### src/rtl/mem_pkg.sv
// Memory subsystem shared types
`default_nettype none

package mem_pkg;

    // Access size as encoded by the core, SIZE_NONE means no access
    typedef enum logic [1:0] {
        SIZE_8    = 2'b00,
        SIZE_16   = 2'b01,
        SIZE_32   = 2'b10,
        SIZE_NONE = 2'b11
    } txn_size_e;

    // Data port request, held stable until data_ready
    typedef struct packed {
        logic [24:0] addr;
        txn_size_e   write_n;
        txn_size_e   read_n;
        logic [31:0] wdata;
    } data_req_t;

    // Pins driven toward the flash and the two RAMs
    typedef struct packed {
        logic [3:0] dout;
        logic [3:0] oe;
        logic       sclk;
        logic       flash_sel_n;
        logic       ram_a_sel_n;
        logic       ram_b_sel_n;
    } spi_out_t;

    typedef enum logic [2:0] {
        Q_IDLE,
        Q_CMD,
        Q_ADDR,
        Q_DUMMY,
        Q_DATA
    } qspi_state_e;

    // Quad read and quad write opcodes
    typedef enum logic [7:0] {
        CMD_QREAD  = 8'hEB,
        CMD_QWRITE = 8'h38
    } qspi_cmd_e;

endpackage

`default_nettype wire

### src/rtl/mem_arbiter.sv
// Fetch and data arbiter
`default_nettype none

module mem_arbiter (
    input  logic               clk,
    input  logic               rstn,

    input  logic [23:1]        instr_addr,
    input  logic               instr_fetch_restart,
    input  logic               instr_fetch_stall,
    output logic               instr_fetch_started,
    output logic               instr_fetch_stopped,
    output logic [15:0]        instr_data,
    output logic               instr_ready,

    input  mem_pkg::data_req_t data_req,
    output logic               data_ready,
    output logic [31:0]        data_from_read,

    output logic [24:0]        q_addr,
    output logic [7:0]         q_wdata,
    output logic               q_start_read,
    output logic               q_start_write,
    output logic               q_stall,
    output logic               q_stop,
    input  logic [7:0]         q_rdata,
    input  logic               q_data_req,
    input  logic               q_data_ready,
    input  logic               q_busy
);
    import mem_pkg::*;

    logic [1:0]  data_txn_n;
    logic [1:0]  data_len;
    logic        data_pending;
    logic        fetch_req;
    logic        restart_pend;
    logic        start_read;
    logic        start_write;
    logic        start_instr;
    logic        instr_active;
    logic        is_instr;
    logic [1:0]  txn_len;
    logic [1:0]  byte_idx;
    logic [1:0]  wr_idx;
    logic        byte_step;
    logic        byte_last;
    logic        write_done;
    logic [31:0] data_buf;

    // Only one of the size fields is active at a time
    assign data_txn_n   = data_req.write_n & data_req.read_n;
    // Bytes minus one: 0, 1 or 3
    assign data_len     = {data_txn_n[1], data_txn_n[1] | data_txn_n[0]};
    assign data_pending = data_txn_n != 2'b11;
    assign fetch_req    = instr_fetch_restart || restart_pend;

    assign is_instr  = instr_active || start_instr;
    assign txn_len   = is_instr ? 2'b01 : data_len;
    assign byte_step = q_data_ready || q_data_req;
    assign byte_last = byte_idx == txn_len;

    always_comb begin
        start_read  = 1'b0;
        start_write = 1'b0;
        start_instr = 1'b0;
        q_stop      = 1'b0;
        if (q_busy || write_done) begin
            if (instr_active) begin
                if (instr_fetch_restart) begin
                    // Abort straight away, the new fetch starts once idle
                    q_stop = 1'b1;
                end else if (q_data_ready && byte_idx == 2'b01 && data_pending) begin
                    q_stop = 1'b1;
                end
            end else if (byte_step && byte_last) begin
                q_stop = 1'b1;
            end
        end else if (data_req.read_n != SIZE_NONE) begin
            start_read = 1'b1;
        end else if (data_req.write_n != SIZE_NONE) begin
            start_write = 1'b1;
        end else if (fetch_req) begin
            start_instr = 1'b1;
        end
    end

    assign q_start_read  = start_read || start_instr;
    assign q_start_write = start_write;
    assign q_addr        = is_instr ? {1'b0, instr_addr, 1'b0} : data_req.addr;

    // The byte after the one being consumed goes out with data_req
    assign wr_idx  = byte_idx + {1'b0, q_data_req};
    assign q_wdata = data_req.wdata[{wr_idx, 3'b000} +: 8];

    // Hold only the second byte of a halfword
    assign q_stall = instr_active && instr_fetch_stall && !instr_ready && byte_idx == 2'b01;

    always_ff @(posedge clk) begin
        if (!rstn) begin
            instr_active        <= 1'b0;
            restart_pend        <= 1'b0;
            instr_fetch_started <= 1'b0;
            instr_fetch_stopped <= 1'b0;
            write_done          <= 1'b0;
        end else begin
            if (q_stop) begin
                instr_active <= 1'b0;
            end else if (!q_busy) begin
                instr_active <= start_instr;
            end
            if (start_instr) begin
                restart_pend <= 1'b0;
            end else if (instr_fetch_restart) begin
                restart_pend <= 1'b1;
            end
            instr_fetch_started <= start_instr;
            instr_fetch_stopped <= q_stop && instr_active;
            write_done          <= q_data_req && byte_last;
        end
    end

    always_ff @(posedge clk) begin
        if (!rstn) begin
            byte_idx <= 2'b00;
        end else if (q_start_read || q_start_write) begin
            byte_idx <= 2'b00;
        end else if (byte_step) begin
            byte_idx <= byte_last ? 2'b00 : byte_idx + 2'b01;
        end
    end

    always_ff @(posedge clk) begin
        if (q_data_ready) begin
            data_buf[{byte_idx, 3'b000} +: 8] <= q_rdata;
        end
    end

    assign instr_data  = {q_rdata, data_buf[7:0]};
    assign instr_ready = instr_active && q_data_ready && byte_idx == 2'b01;

    assign data_ready = !instr_active && ((q_data_ready && byte_last) || write_done);

    // Last byte arrives live, earlier ones come from the buffer
    always_comb begin
        case (data_len)
            2'b00:   data_from_read = {24'h0, q_rdata};
            2'b01:   data_from_read = {16'h0, q_rdata, data_buf[7:0]};
            default: data_from_read = {q_rdata, data_buf[23:0]};
        endcase
    end

    a_one_kind: assert property (@(posedge clk) disable iff (!rstn)
        !(data_req.read_n != SIZE_NONE && data_req.write_n != SIZE_NONE));

    a_one_ready: assert property (@(posedge clk) disable iff (!rstn)
        !(instr_ready && data_ready));

endmodule

`default_nettype wire

### src/rtl/mem_subsys_top.sv
// Memory subsystem top level
`default_nettype none

module mem_subsys_top #(
    parameter int DUMMY_CYCLES = 6
) (
    input  logic               clk,
    input  logic               rstn,

    input  logic [23:1]        instr_addr,
    input  logic               instr_fetch_restart,
    input  logic               instr_fetch_stall,
    output logic               instr_fetch_started,
    output logic               instr_fetch_stopped,
    output logic [15:0]        instr_data,
    output logic               instr_ready,

    input  mem_pkg::data_req_t data_req,
    output logic               data_ready,
    output logic [31:0]        data_from_read,

    input  logic [3:0]         spi_in,
    output mem_pkg::spi_out_t  spi_out
);

    logic [24:0] q_addr;
    logic [7:0]  q_wdata;
    logic        q_start_read;
    logic        q_start_write;
    logic        q_stall;
    logic        q_stop;
    logic [7:0]  q_rdata;
    logic        q_data_req;
    logic        q_data_ready;
    logic        q_busy;

    mem_arbiter i_mem_arbiter (
        .clk                 (clk),
        .rstn                (rstn),
        .instr_addr          (instr_addr),
        .instr_fetch_restart (instr_fetch_restart),
        .instr_fetch_stall   (instr_fetch_stall),
        .instr_fetch_started (instr_fetch_started),
        .instr_fetch_stopped (instr_fetch_stopped),
        .instr_data          (instr_data),
        .instr_ready         (instr_ready),
        .data_req            (data_req),
        .data_ready          (data_ready),
        .data_from_read      (data_from_read),
        .q_addr              (q_addr),
        .q_wdata             (q_wdata),
        .q_start_read        (q_start_read),
        .q_start_write       (q_start_write),
        .q_stall             (q_stall),
        .q_stop              (q_stop),
        .q_rdata             (q_rdata),
        .q_data_req          (q_data_req),
        .q_data_ready        (q_data_ready),
        .q_busy              (q_busy)
    );

    qspi_ctrl #(
        .DUMMY_CYCLES (DUMMY_CYCLES)
    ) i_qspi_ctrl (
        .clk         (clk),
        .rstn        (rstn),
        .spi_in      (spi_in),
        .spi_out     (spi_out),
        .addr        (q_addr),
        .wdata       (q_wdata),
        .start_read  (q_start_read),
        .start_write (q_start_write),
        .stall       (q_stall),
        .stop        (q_stop),
        .rdata       (q_rdata),
        .data_req    (q_data_req),
        .data_ready  (q_data_ready),
        .busy        (q_busy)
    );

endmodule

`default_nettype wire

### src/rtl/qspi_ctrl.sv
// Quad-SPI sequencer
`default_nettype none

module qspi_ctrl #(
    parameter int DUMMY_CYCLES = 6
) (
    input  logic              clk,
    input  logic              rstn,

    input  logic [3:0]        spi_in,
    output mem_pkg::spi_out_t spi_out,

    input  logic [24:0]       addr,
    input  logic [7:0]        wdata,
    input  logic              start_read,
    input  logic              start_write,
    input  logic              stall,
    input  logic              stop,

    output logic [7:0]        rdata,
    output logic              data_req,
    output logic              data_ready,
    output logic              busy
);
    import mem_pkg::*;

    localparam int CNT_W = $clog2(DUMMY_CYCLES + 8);

    qspi_state_e      state;
    logic [31:0]      sr;
    logic [CNT_W-1:0] cnt;
    logic             wr_q;
    logic             sclk_q;
    logic [3:0]       oe_q;
    // Active low selects as {ram_b, ram_a, flash}
    logic [2:0]       sel_n;
    logic [2:0]       sel_dec;
    logic [3:0]       rd_hi;
    logic             start;
    logic             hold;
    logic             tick;

    assign start = start_read || start_write;
    assign busy  = state != Q_IDLE;

    // Park the clock low before the second nibble of a data byte
    assign hold = stall && state == Q_DATA && !sclk_q && cnt[0];

    // A full SPI cycle ends on the clk edge where sclk falls
    assign tick = busy && sclk_q;

    // Next write byte is taken from wdata in this cycle
    assign data_req = state == Q_DATA && wr_q && tick && cnt[0];

    // Top two address bits pick the chip
    always_comb begin
        case (addr[24:23])
            2'b10:   sel_dec = 3'b101;
            2'b11:   sel_dec = 3'b011;
            default: sel_dec = 3'b110;
        endcase
    end

    always_ff @(posedge clk) begin
        if (!rstn) begin
            state      <= Q_IDLE;
            sclk_q     <= 1'b0;
            oe_q       <= 4'h0;
            sel_n      <= 3'b111;
            cnt        <= '0;
            wr_q       <= 1'b0;
            data_ready <= 1'b0;
        end else begin
            data_ready <= 1'b0;
            if (stop) begin
                state  <= Q_IDLE;
                sclk_q <= 1'b0;
                oe_q   <= 4'h0;
                sel_n  <= 3'b111;
            end else if (state == Q_IDLE) begin
                if (start) begin
                    state <= Q_CMD;
                    oe_q  <= 4'hf;
                    sel_n <= sel_dec;
                    wr_q  <= start_write;
                    cnt   <= '0;
                end
            end else if (!hold) begin
                sclk_q <= !sclk_q;
                if (sclk_q) begin
                    cnt <= cnt + 1'b1;
                    case (state)
                        Q_CMD: begin
                            if (cnt == CNT_W'(1)) begin
                                state <= Q_ADDR;
                                cnt   <= '0;
                            end
                        end
                        Q_ADDR: begin
                            if (cnt == CNT_W'(5)) begin
                                cnt <= '0;
                                if (wr_q || DUMMY_CYCLES == 0) begin
                                    state <= Q_DATA;
                                end else begin
                                    state <= Q_DUMMY;
                                end
                                // Bus turnaround for reads
                                if (!wr_q) begin
                                    oe_q <= 4'h0;
                                end
                            end
                        end
                        Q_DUMMY: begin
                            if (cnt == CNT_W'(DUMMY_CYCLES - 1)) begin
                                state <= Q_DATA;
                                cnt   <= '0;
                            end
                        end
                        Q_DATA: begin
                            if (!wr_q && cnt[0]) begin
                                data_ready <= 1'b1;
                            end
                        end
                        default: ;
                    endcase
                end
            end
        end
    end

    // Shift register and read data
    always_ff @(posedge clk) begin
        if (state == Q_IDLE && start) begin
            sr <= {start_write ? CMD_QWRITE : CMD_QREAD, addr[23:0]};
        end else if (tick) begin
            if ((state == Q_ADDR && cnt == CNT_W'(5) && wr_q) || data_req) begin
                sr[31:24] <= wdata;
            end else begin
                sr <= {sr[27:0], 4'h0};
            end
            // Read nibbles are sampled as sclk falls
            if (state == Q_DATA && !wr_q) begin
                if (!cnt[0]) begin
                    rd_hi <= spi_in;
                end else begin
                    rdata <= {rd_hi, spi_in};
                end
            end
        end
    end

    always_comb begin
        spi_out.dout        = busy ? sr[31:28] : 4'h0;
        spi_out.oe          = oe_q;
        spi_out.sclk        = sclk_q;
        spi_out.flash_sel_n = sel_n[0];
        spi_out.ram_a_sel_n = sel_n[1];
        spi_out.ram_b_sel_n = sel_n[2];
    end

    // Starts only arrive while idle
    a_start_idle: assert property (@(posedge clk) disable iff (!rstn)
        start |-> !busy);

    a_one_select: assert property (@(posedge clk) disable iff (!rstn)
        $countones(~sel_n) <= 1);

endmodule

`default_nettype wire

### config.mk
export PLATFORM = sky130hd
export DESIGN_NAME = mem_subsys_top
export DESIGN_NICKNAME = d
export VERILOG_FILES = /design/src/rtl/mem_pkg.sv /design/src/rtl/mem_arbiter.sv /design/src/rtl/mem_subsys_top.sv /design/src/rtl/qspi_ctrl.sv
export SDC_FILE = /design/constraint.sdc
export NUM_CORES = 1
export LEC_CHECK = 0
export ABC_CLOCK_PERIOD_IN_PS = 4900
export BUFFER_PORTS_ARGS = -buffer_cell sky130_fd_sc_hd__buf_2
export CORE_AREA = 2 2 107 109
export DETAILED_ROUTE_END_ITERATION = 8
export DIE_AREA = 0 0 109 111
export GPL_TIMING_DRIVEN = 0
export PLACE_DENSITY = 0.71
export SLEW_MARGIN = 20
export SYNTH_ARGS = -nofsm -noshare
export SYNTH_HDL_FRONTEND = slang
export SYNTH_SLANG_ARGS = --single-unit
### constraint.sdc
create_clock -name clk -period 4.9 [get_ports clk]
set_clock_uncertainty 0.15 [all_clocks]
set_input_delay 0.49 -clock clk [delete_from_list [all_inputs] [get_ports clk]]
set_output_delay 0.49 -clock clk [all_outputs]
set_load 0.01 [all_outputs]
* After elaboration in Yosys (flattened, before gate mapping)
Cells that the tools add are included.
** Cells by class
- Reductions and logical operators :: 58
- Add/sub/neg operators :: 4
- Equal/unequal tests :: 21
- Shift-type cells :: 3
- Multipliers :: 0
- Multiplexer cells :: 50
- Bitwise gates (word level) :: 10
- Div/mod/pow operators :: 0
- Order comparisons :: 0
** Operators with widths (count)
- two-way mux 32 bit :: 2
- one-hot mux 32 bit (2 select lines) :: 1
- two-way mux 4 bit :: 14
- bitwise mux 32 bit :: 1
- variable shift 8 x 7 -> 32 bit, first input constant :: 1
- variable part select 32 x 6 -> 8 bit :: 1
- variable part select 8 x 7 -> 32 bit :: 1
- two-way mux 25 bit :: 1
- logical AND 1 bit :: 24
- two-way mux 24 bit :: 1
- two-way mux 3 bit :: 8
- two-way mux 8 bit :: 2
- two-way mux 1 bit :: 15
- AND reduction 4 bit :: 3
- inequality test 2 bit, second input constant :: 5
- inequality test 3 x 1 -> 1 bit, second input constant :: 3
- one-hot mux 3 bit (3 select lines) :: 1
- logical OR 1 bit :: 8
- inverter 1 bit :: 8
- one-hot mux 4 bit (2 select lines) :: 1
- nonzero test 2 bit :: 4
- OR reduction 2 bit :: 4
- negation 5 -> 7 bit :: 1
- AND reduction 7 bit :: 1
- 25 further kinds :: 35
** Storage, ports and cells
- ROM bits :: 0
- Bits in registers :: 100
- Output and inout bits :: 64
- Memory bits (writable) :: 0
- Input port bits :: 92
- Bits in latches :: 0
- Memories :: 0
- Word-level logic and storage cells :: 164

* Logic depth before layout (Yosys ltp)
- Word-level depth :: 14
- Gate-level depth with buffers :: 9

* By module
A second synthesis with hierarchy kept.
** Second synthesis, totals
- Cell total of the unflattened synthesis :: 445
- Area total of the unflattened synthesis :: 5043.6 sq um
** Modules (own cells, without submodules)
- qspi_ctrl :: area an instance 2608.8 sq um, cells an instance 232, instances 1
- mem_arbiter :: area an instance 2434.8 sq um, cells an instance 213, instances 1

* Least setup slack after synthesis
No wires, ideal clock.
- Path type :: register to register
- Start :: register i_qspi_ctrl.state[1]
- End :: register i_qspi_ctrl.sr[0] (enable)
- Arrival :: 2849 ps
- Stages on the path, launching flop included :: 7
- Clock period less this slack :: 3438 ps
- Path buffers :: 2
- Setup time :: 438 ps
- Slack :: 1462 ps
- Path through :: dfxtp_1 -> buf_6 -> and4bb_2 -> nand3_1 -> o41ai_1 -> buf_2 -> o21ai_0
** Between the ends
- Word-level cells in the longest chain between the ends :: 8
- Elaborated cells between the ends (all ways) :: 21
- Those cells by class :: 3 x eq/ne; 3 x mux; 15 x reduce/logical
** Ends and longest elaborated chain
- start: declaration :: RTL line qspi_ctrl.sv:29 : qspi_state_e state;
- start signal: assignment :: RTL line qspi_ctrl.sv:66 : state <= Q_IDLE;
- start signal: assignment :: RTL line qspi_ctrl.sv:76 : state <= Q_IDLE;
- start signal: assignment :: RTL line qspi_ctrl.sv:82 : state <= Q_CMD;
- nonzero test 3 bit :: RTL line qspi_ctrl.sv:44 : assign busy = state != Q_IDLE;
- logical OR 1 bit :: RTL line mem_arbiter.sv:68 : if (q_busy || write_done) begin
- two-way mux 1 bit :: RTL line mem_arbiter.sv:68
- logical OR 1 bit :: RTL line mem_arbiter.sv:88 : assign q_start_read = start_read || start_instr;
- logical OR 1 bit :: RTL line qspi_ctrl.sv:43 : assign start = start_read || start_write;
- logical AND 1 bit :: RTL line qspi_ctrl.sv:133 : if (state == Q_IDLE && start) begin
- inequality test 2 x 1 -> 1 bit (no source line) or nonzero test 2 bit (tied branches)
- AND reduction 2 bit (no source line) (*)
- end signal: assignment :: RTL line qspi_ctrl.sv:134 : sr <= {start_write ? CMD_QWRITE : CMD_QREAD, addr[23:0]};
- end signal: assignment :: RTL line qspi_ctrl.sv:139 : sr <= {sr[27:0], 4'h0};
- end: declaration :: RTL line qspi_ctrl.sv:30 : logic [31:0] sr;
Every way passes the cells marked *; elsewhere a longest branch is shown, timed or not.
A chain may end at the register's enable or synchronous reset.

* Worst setup path after layout
- Start :: register i_qspi_ctrl.state[1]
- End :: register i_qspi_ctrl.sr[24], data pin
** Between the ends
- Word-level cells in the longest chain between the ends :: 9
- Elaborated cells between the ends (all ways) :: 24
- Those cells by class :: 1 x add/sub; 2 x eq/ne; 1 x shift; 7 x mux; 13 x reduce/logical
** Ends and longest elaborated chain
- == test 3 bit or nonzero test 3 bit (tied branches) :: RTL line qspi_ctrl.sv:53, qspi_ctrl.sv:44
- logical AND 1 bit, on equally long branches :: RTL line qspi_ctrl.sv:53, qspi_ctrl.sv:50
- logical AND 1 bit (2 in series) :: RTL line qspi_ctrl.sv:53 : assign data_req = state == Q_DATA && wr_q && tick && cnt[0];
- adder 2 x 1 -> 2 bit :: RTL line mem_arbiter.sv:93 : assign wr_idx = byte_idx + {1'b0, q_data_req};
- variable part select 32 x 6 -> 8 bit :: RTL line mem_arbiter.sv:94 : assign q_wdata = data_req.wdata[{wr_idx, 3'b000} +: 8];
- two-way mux 8 bit :: RTL line qspi_ctrl.sv:136 : if ((state == Q_ADDR && cnt == CNT_W'(5) && wr_q) || data_req) begin
- two-way mux 32 bit :: RTL line qspi_ctrl.sv:135 : end else if (tick) begin
- two-way mux 32 bit (*) :: RTL line qspi_ctrl.sv:133
- end signal: assignment :: RTL line qspi_ctrl.sv:134
- end signal: assignment :: RTL line qspi_ctrl.sv:137 : sr[31:24] <= wdata;
- end signal: assignment :: RTL line qspi_ctrl.sv:139
Every way passes the cells marked *; elsewhere a longest branch is shown, timed or not. The select of a mux whose other input is x is not followed.

==> run metrics <==
worst-path cell chain buf_6, and4bb_2, nand3_1, inv_1, ha_1, buf_1, mux4_2, mux2i_1, a21oi_1; Max-slew headroom 40.7%; Setup CP Type reg -> reg; DR vias 3868; final instance area 0.00607 mm^2; post-CTS setup buffer count 0; Final Net Count 685; max-cap violation count 0; clk buf depth 2; worst hold path type in -> reg; vias in the first global route 3732; Vias/cell 5.28; minimum clock period 3.07 ns; Hold EP i_qspi_ctrl.rd_hi[1]; Final period util 62.7%; Final Power 2580 uW; syn_nets 519; GRT overflow 0; antenna diode count 0; r2r setup slk 1.83 ns; Setup WS post-layout 1.83 ns; gr usage total 19.1%; ANT nets after route 0; share of layout cells above drive strength 1 38.5%; # DRC 0; Initial Util 43.4%; Synth cell types 61; Gate Count Post-Synth 419; async set-reset flop share out of synthesis 0%; worst hold path depth 1; worst skew pair latency 0.34 ns; Synth Warn # 0; Root Driver clkbuf_16; Hold Vio Cnt, Final 0; Post-DP Area 0.00578 mm^2; ranking of synthesized cells by area edfxtp_1 (42%), dfxtp_1 (8.7%), mux2i_1 (6.9%); CTS hold repair buffers 0; initial antenna violation count 0; Slowest-stage cell, CP mux4_2; hold path start spi_in[1]; final setup fails 0; Synth-to-Final Area Change 26.3%; CTS resizes 0; worst reg2reg startpoint i_qspi_ctrl.state[1]; post-synthesis cell area 0.00481 mm^2; unrepaired setup endpoints after global routing no; Final Max Slew Viols 0; CP Max Fanout 10; Worst Hold Margin 0.200 ns; Ports 156; register area share after synthesis 51.2%; R2R cell count 9; clock sink count 89; GP Congestion 0.882; Crit path largest cell delay 0.61 ns; fmax 326 MHz; clock slew at reported path FFs 0.06 ns; status complete, no violations; Post-Route WL 11800 um; Die X 109 um; commonest cells after routing, fill and taps aside buf_2 (159), edfxtp_1 (68), nand2_1 (39); cell taking the most area after synthesis edfxtp_1; number of flops mapped to enable cells by yosys 68; FILL cells 990; #FFs+latches synth 89; WL/cell 16.0 um; Peak supply drop 0.000240 V; first-pass GRT wire length 18000 um; Worst Setup End Kind flop; type of origin of the critical path flop; commonest non-fill, non-tap cell in the layout buf_2; Core ar. 0.0111 mm^2; FP Rows 39; Post-Syn Area per Cell 11.5 um^2; Power Dens Cells 426 mW/mm^2; LEAKAGE 0.00263 uW; 1st-iter DRT viols 191; Die Footprint 0.0121 mm^2; htree depth 3; die height 111 um; CTS tree done; CTS buffer count 9; worst slack, placed 1.77 ns; Worst EP required 4.80 ns; maximum number of pins on one net before global-route repair 16; Worst R2R End i_qspi_ctrl.sr[24]; Pre-antenna DRT Iters 4; CP arrival 2.97 ns; final setup TNS 0 ns; Yosys top cell area share 42.5%; Port Buf Inserts 154; Post-synth top flop edfxtp_1; DP HPWL 8890 um; Worst Tran Pin Value 0.885 ns
-- flip-flops by register name (all words and copies together), names as in the netlist, 2 cells and up --
register                flops
i_qspi_ctrl.rdata           8
i_qspi_ctrl.cnt             4
i_qspi_ctrl.rd_hi           4
i_qspi_ctrl.sr             32
i_qspi_ctrl.sel_n           3
i_qspi_ctrl.state           3
i_mem_arbiter.data_buf     24
i_mem_arbiter.byte_idx      2
-- stage by stage --
| stage | utilization (%) | std cells |
|---|---|---|
| finish | 54.8 | 733 |
| global route | 54.8 | 733 |
| CTS | 54.8 | 733 |
| detailed placement | 52.1 | 717 |
| global placement | 52.0 | 716 |
| floorplan | - | 419 |
-- area by class of cell --
class / count / area [um^2] / area share, %
buffer: 37 / 220 / 3.63
tap: 143 / 179 / 2.95
sequential: 89 / 2460 / 40.6
timing repair buffer: 155 / 786 / 12.9
clock inverter: 6 / 67.6 / 1.11
multi-input combinational: 284 / 2090 / 34.5
clock buffer: 10 / 229 / 3.77
inverter: 9 / 33.8 / 0.556
-- power breakdown --
| part | switching [uW] | internal [uW] | leakage, uW |
|---|---|---|---|
| Clock | 292 | 397 | 0.000139 |
| Combinational | 474 | 304 | 0.00170 |
| Sequential | 64.1 | 1050 | 0.000796 |
-- worst max-delay path: cells and delay by family (launching register included) --
| kind | cells | cell delay (ns) |
|---|---|---|
| multiplexers | 2 | 0.75 |
| AND/OR/NAND/NOR | 2 | 0.41 |
| flip-flops | 1 | 0.34 |
| buffers and inverters | 3 | 0.76 |
| AO/OA/AOI/OAI | 1 | 0.09 |
| adder cells (fa/ha/maj) | 1 | 0.27 |
-- cell usage after synthesis (2+ instances only) --
cell type and instances:
a211oi_1 4, a21oi_1 13, a22o_1 9, a31oi_1 2, a31oi_2 2, and2_1 34
and3_1 19, and4_1 2, buf_2 5, buf_4 12, buf_6 4, clkbuf_1 15
dfxtp_1 21, edfxtp_1 68, ha_1 8, inv_1 9, mux2_2 8, mux2i_1 33
mux4_2 8, nand2_1 39, nand2b_1 2, nand3_1 3, nand4_1 4, nor2_1 17
nor3_1 4, nor3b_1 5, o211ai_2 2, o21ai_0 26, o2bb2ai_1 2, o311ai_0 2
o31ai_1 3, or2_2 4, or3b_2 2
-- layer usage --
metal  vias to the layer above  wire length (um)  track usage [%]
li1                       1876                 -                -
met1                      1883              5120             24.5
met2                       100              5980             32.2
met3                         9               536             4.06
met4                         0               131             5.56
met5                         -                 0                0
-- logic make-up (layout without fill, tap and decap cells) --
family                   count (synthesis)  after routing  synth area share, %
AND/OR/NAND/NOR                        144            144                 16.7
AO/OA/AOI/OAI                           81             81                 11.9
buffers and inverters                   46            217                 5.28
XOR/XNOR                                 2              2                0.364
multiplexers                            49             49                 12.5
adder cells (fa/ha/maj)                  8              8                 2.08
flip-flops                              89             89                 51.2
-- how the worst max path moves through the flow --
stage                               endpoint  slack [ns]                  from
after floorplan            i_qspi_ctrl.sr[0]        1.46  i_qspi_ctrl.state[1]
after global placement     i_qspi_ctrl.sr[2]        0.73  i_qspi_ctrl.state[1]
after detailed placement   i_qspi_ctrl.sr[1]        1.77   instr_fetch_restart
after CTS                 i_qspi_ctrl.sr[24]        1.80  i_qspi_ctrl.state[1]
after global routing      i_qspi_ctrl.sr[30]        1.63  i_qspi_ctrl.state[1]
final                     i_qspi_ctrl.sr[24]        1.83  i_qspi_ctrl.state[1]
Power figures use the tool's default switching activity.
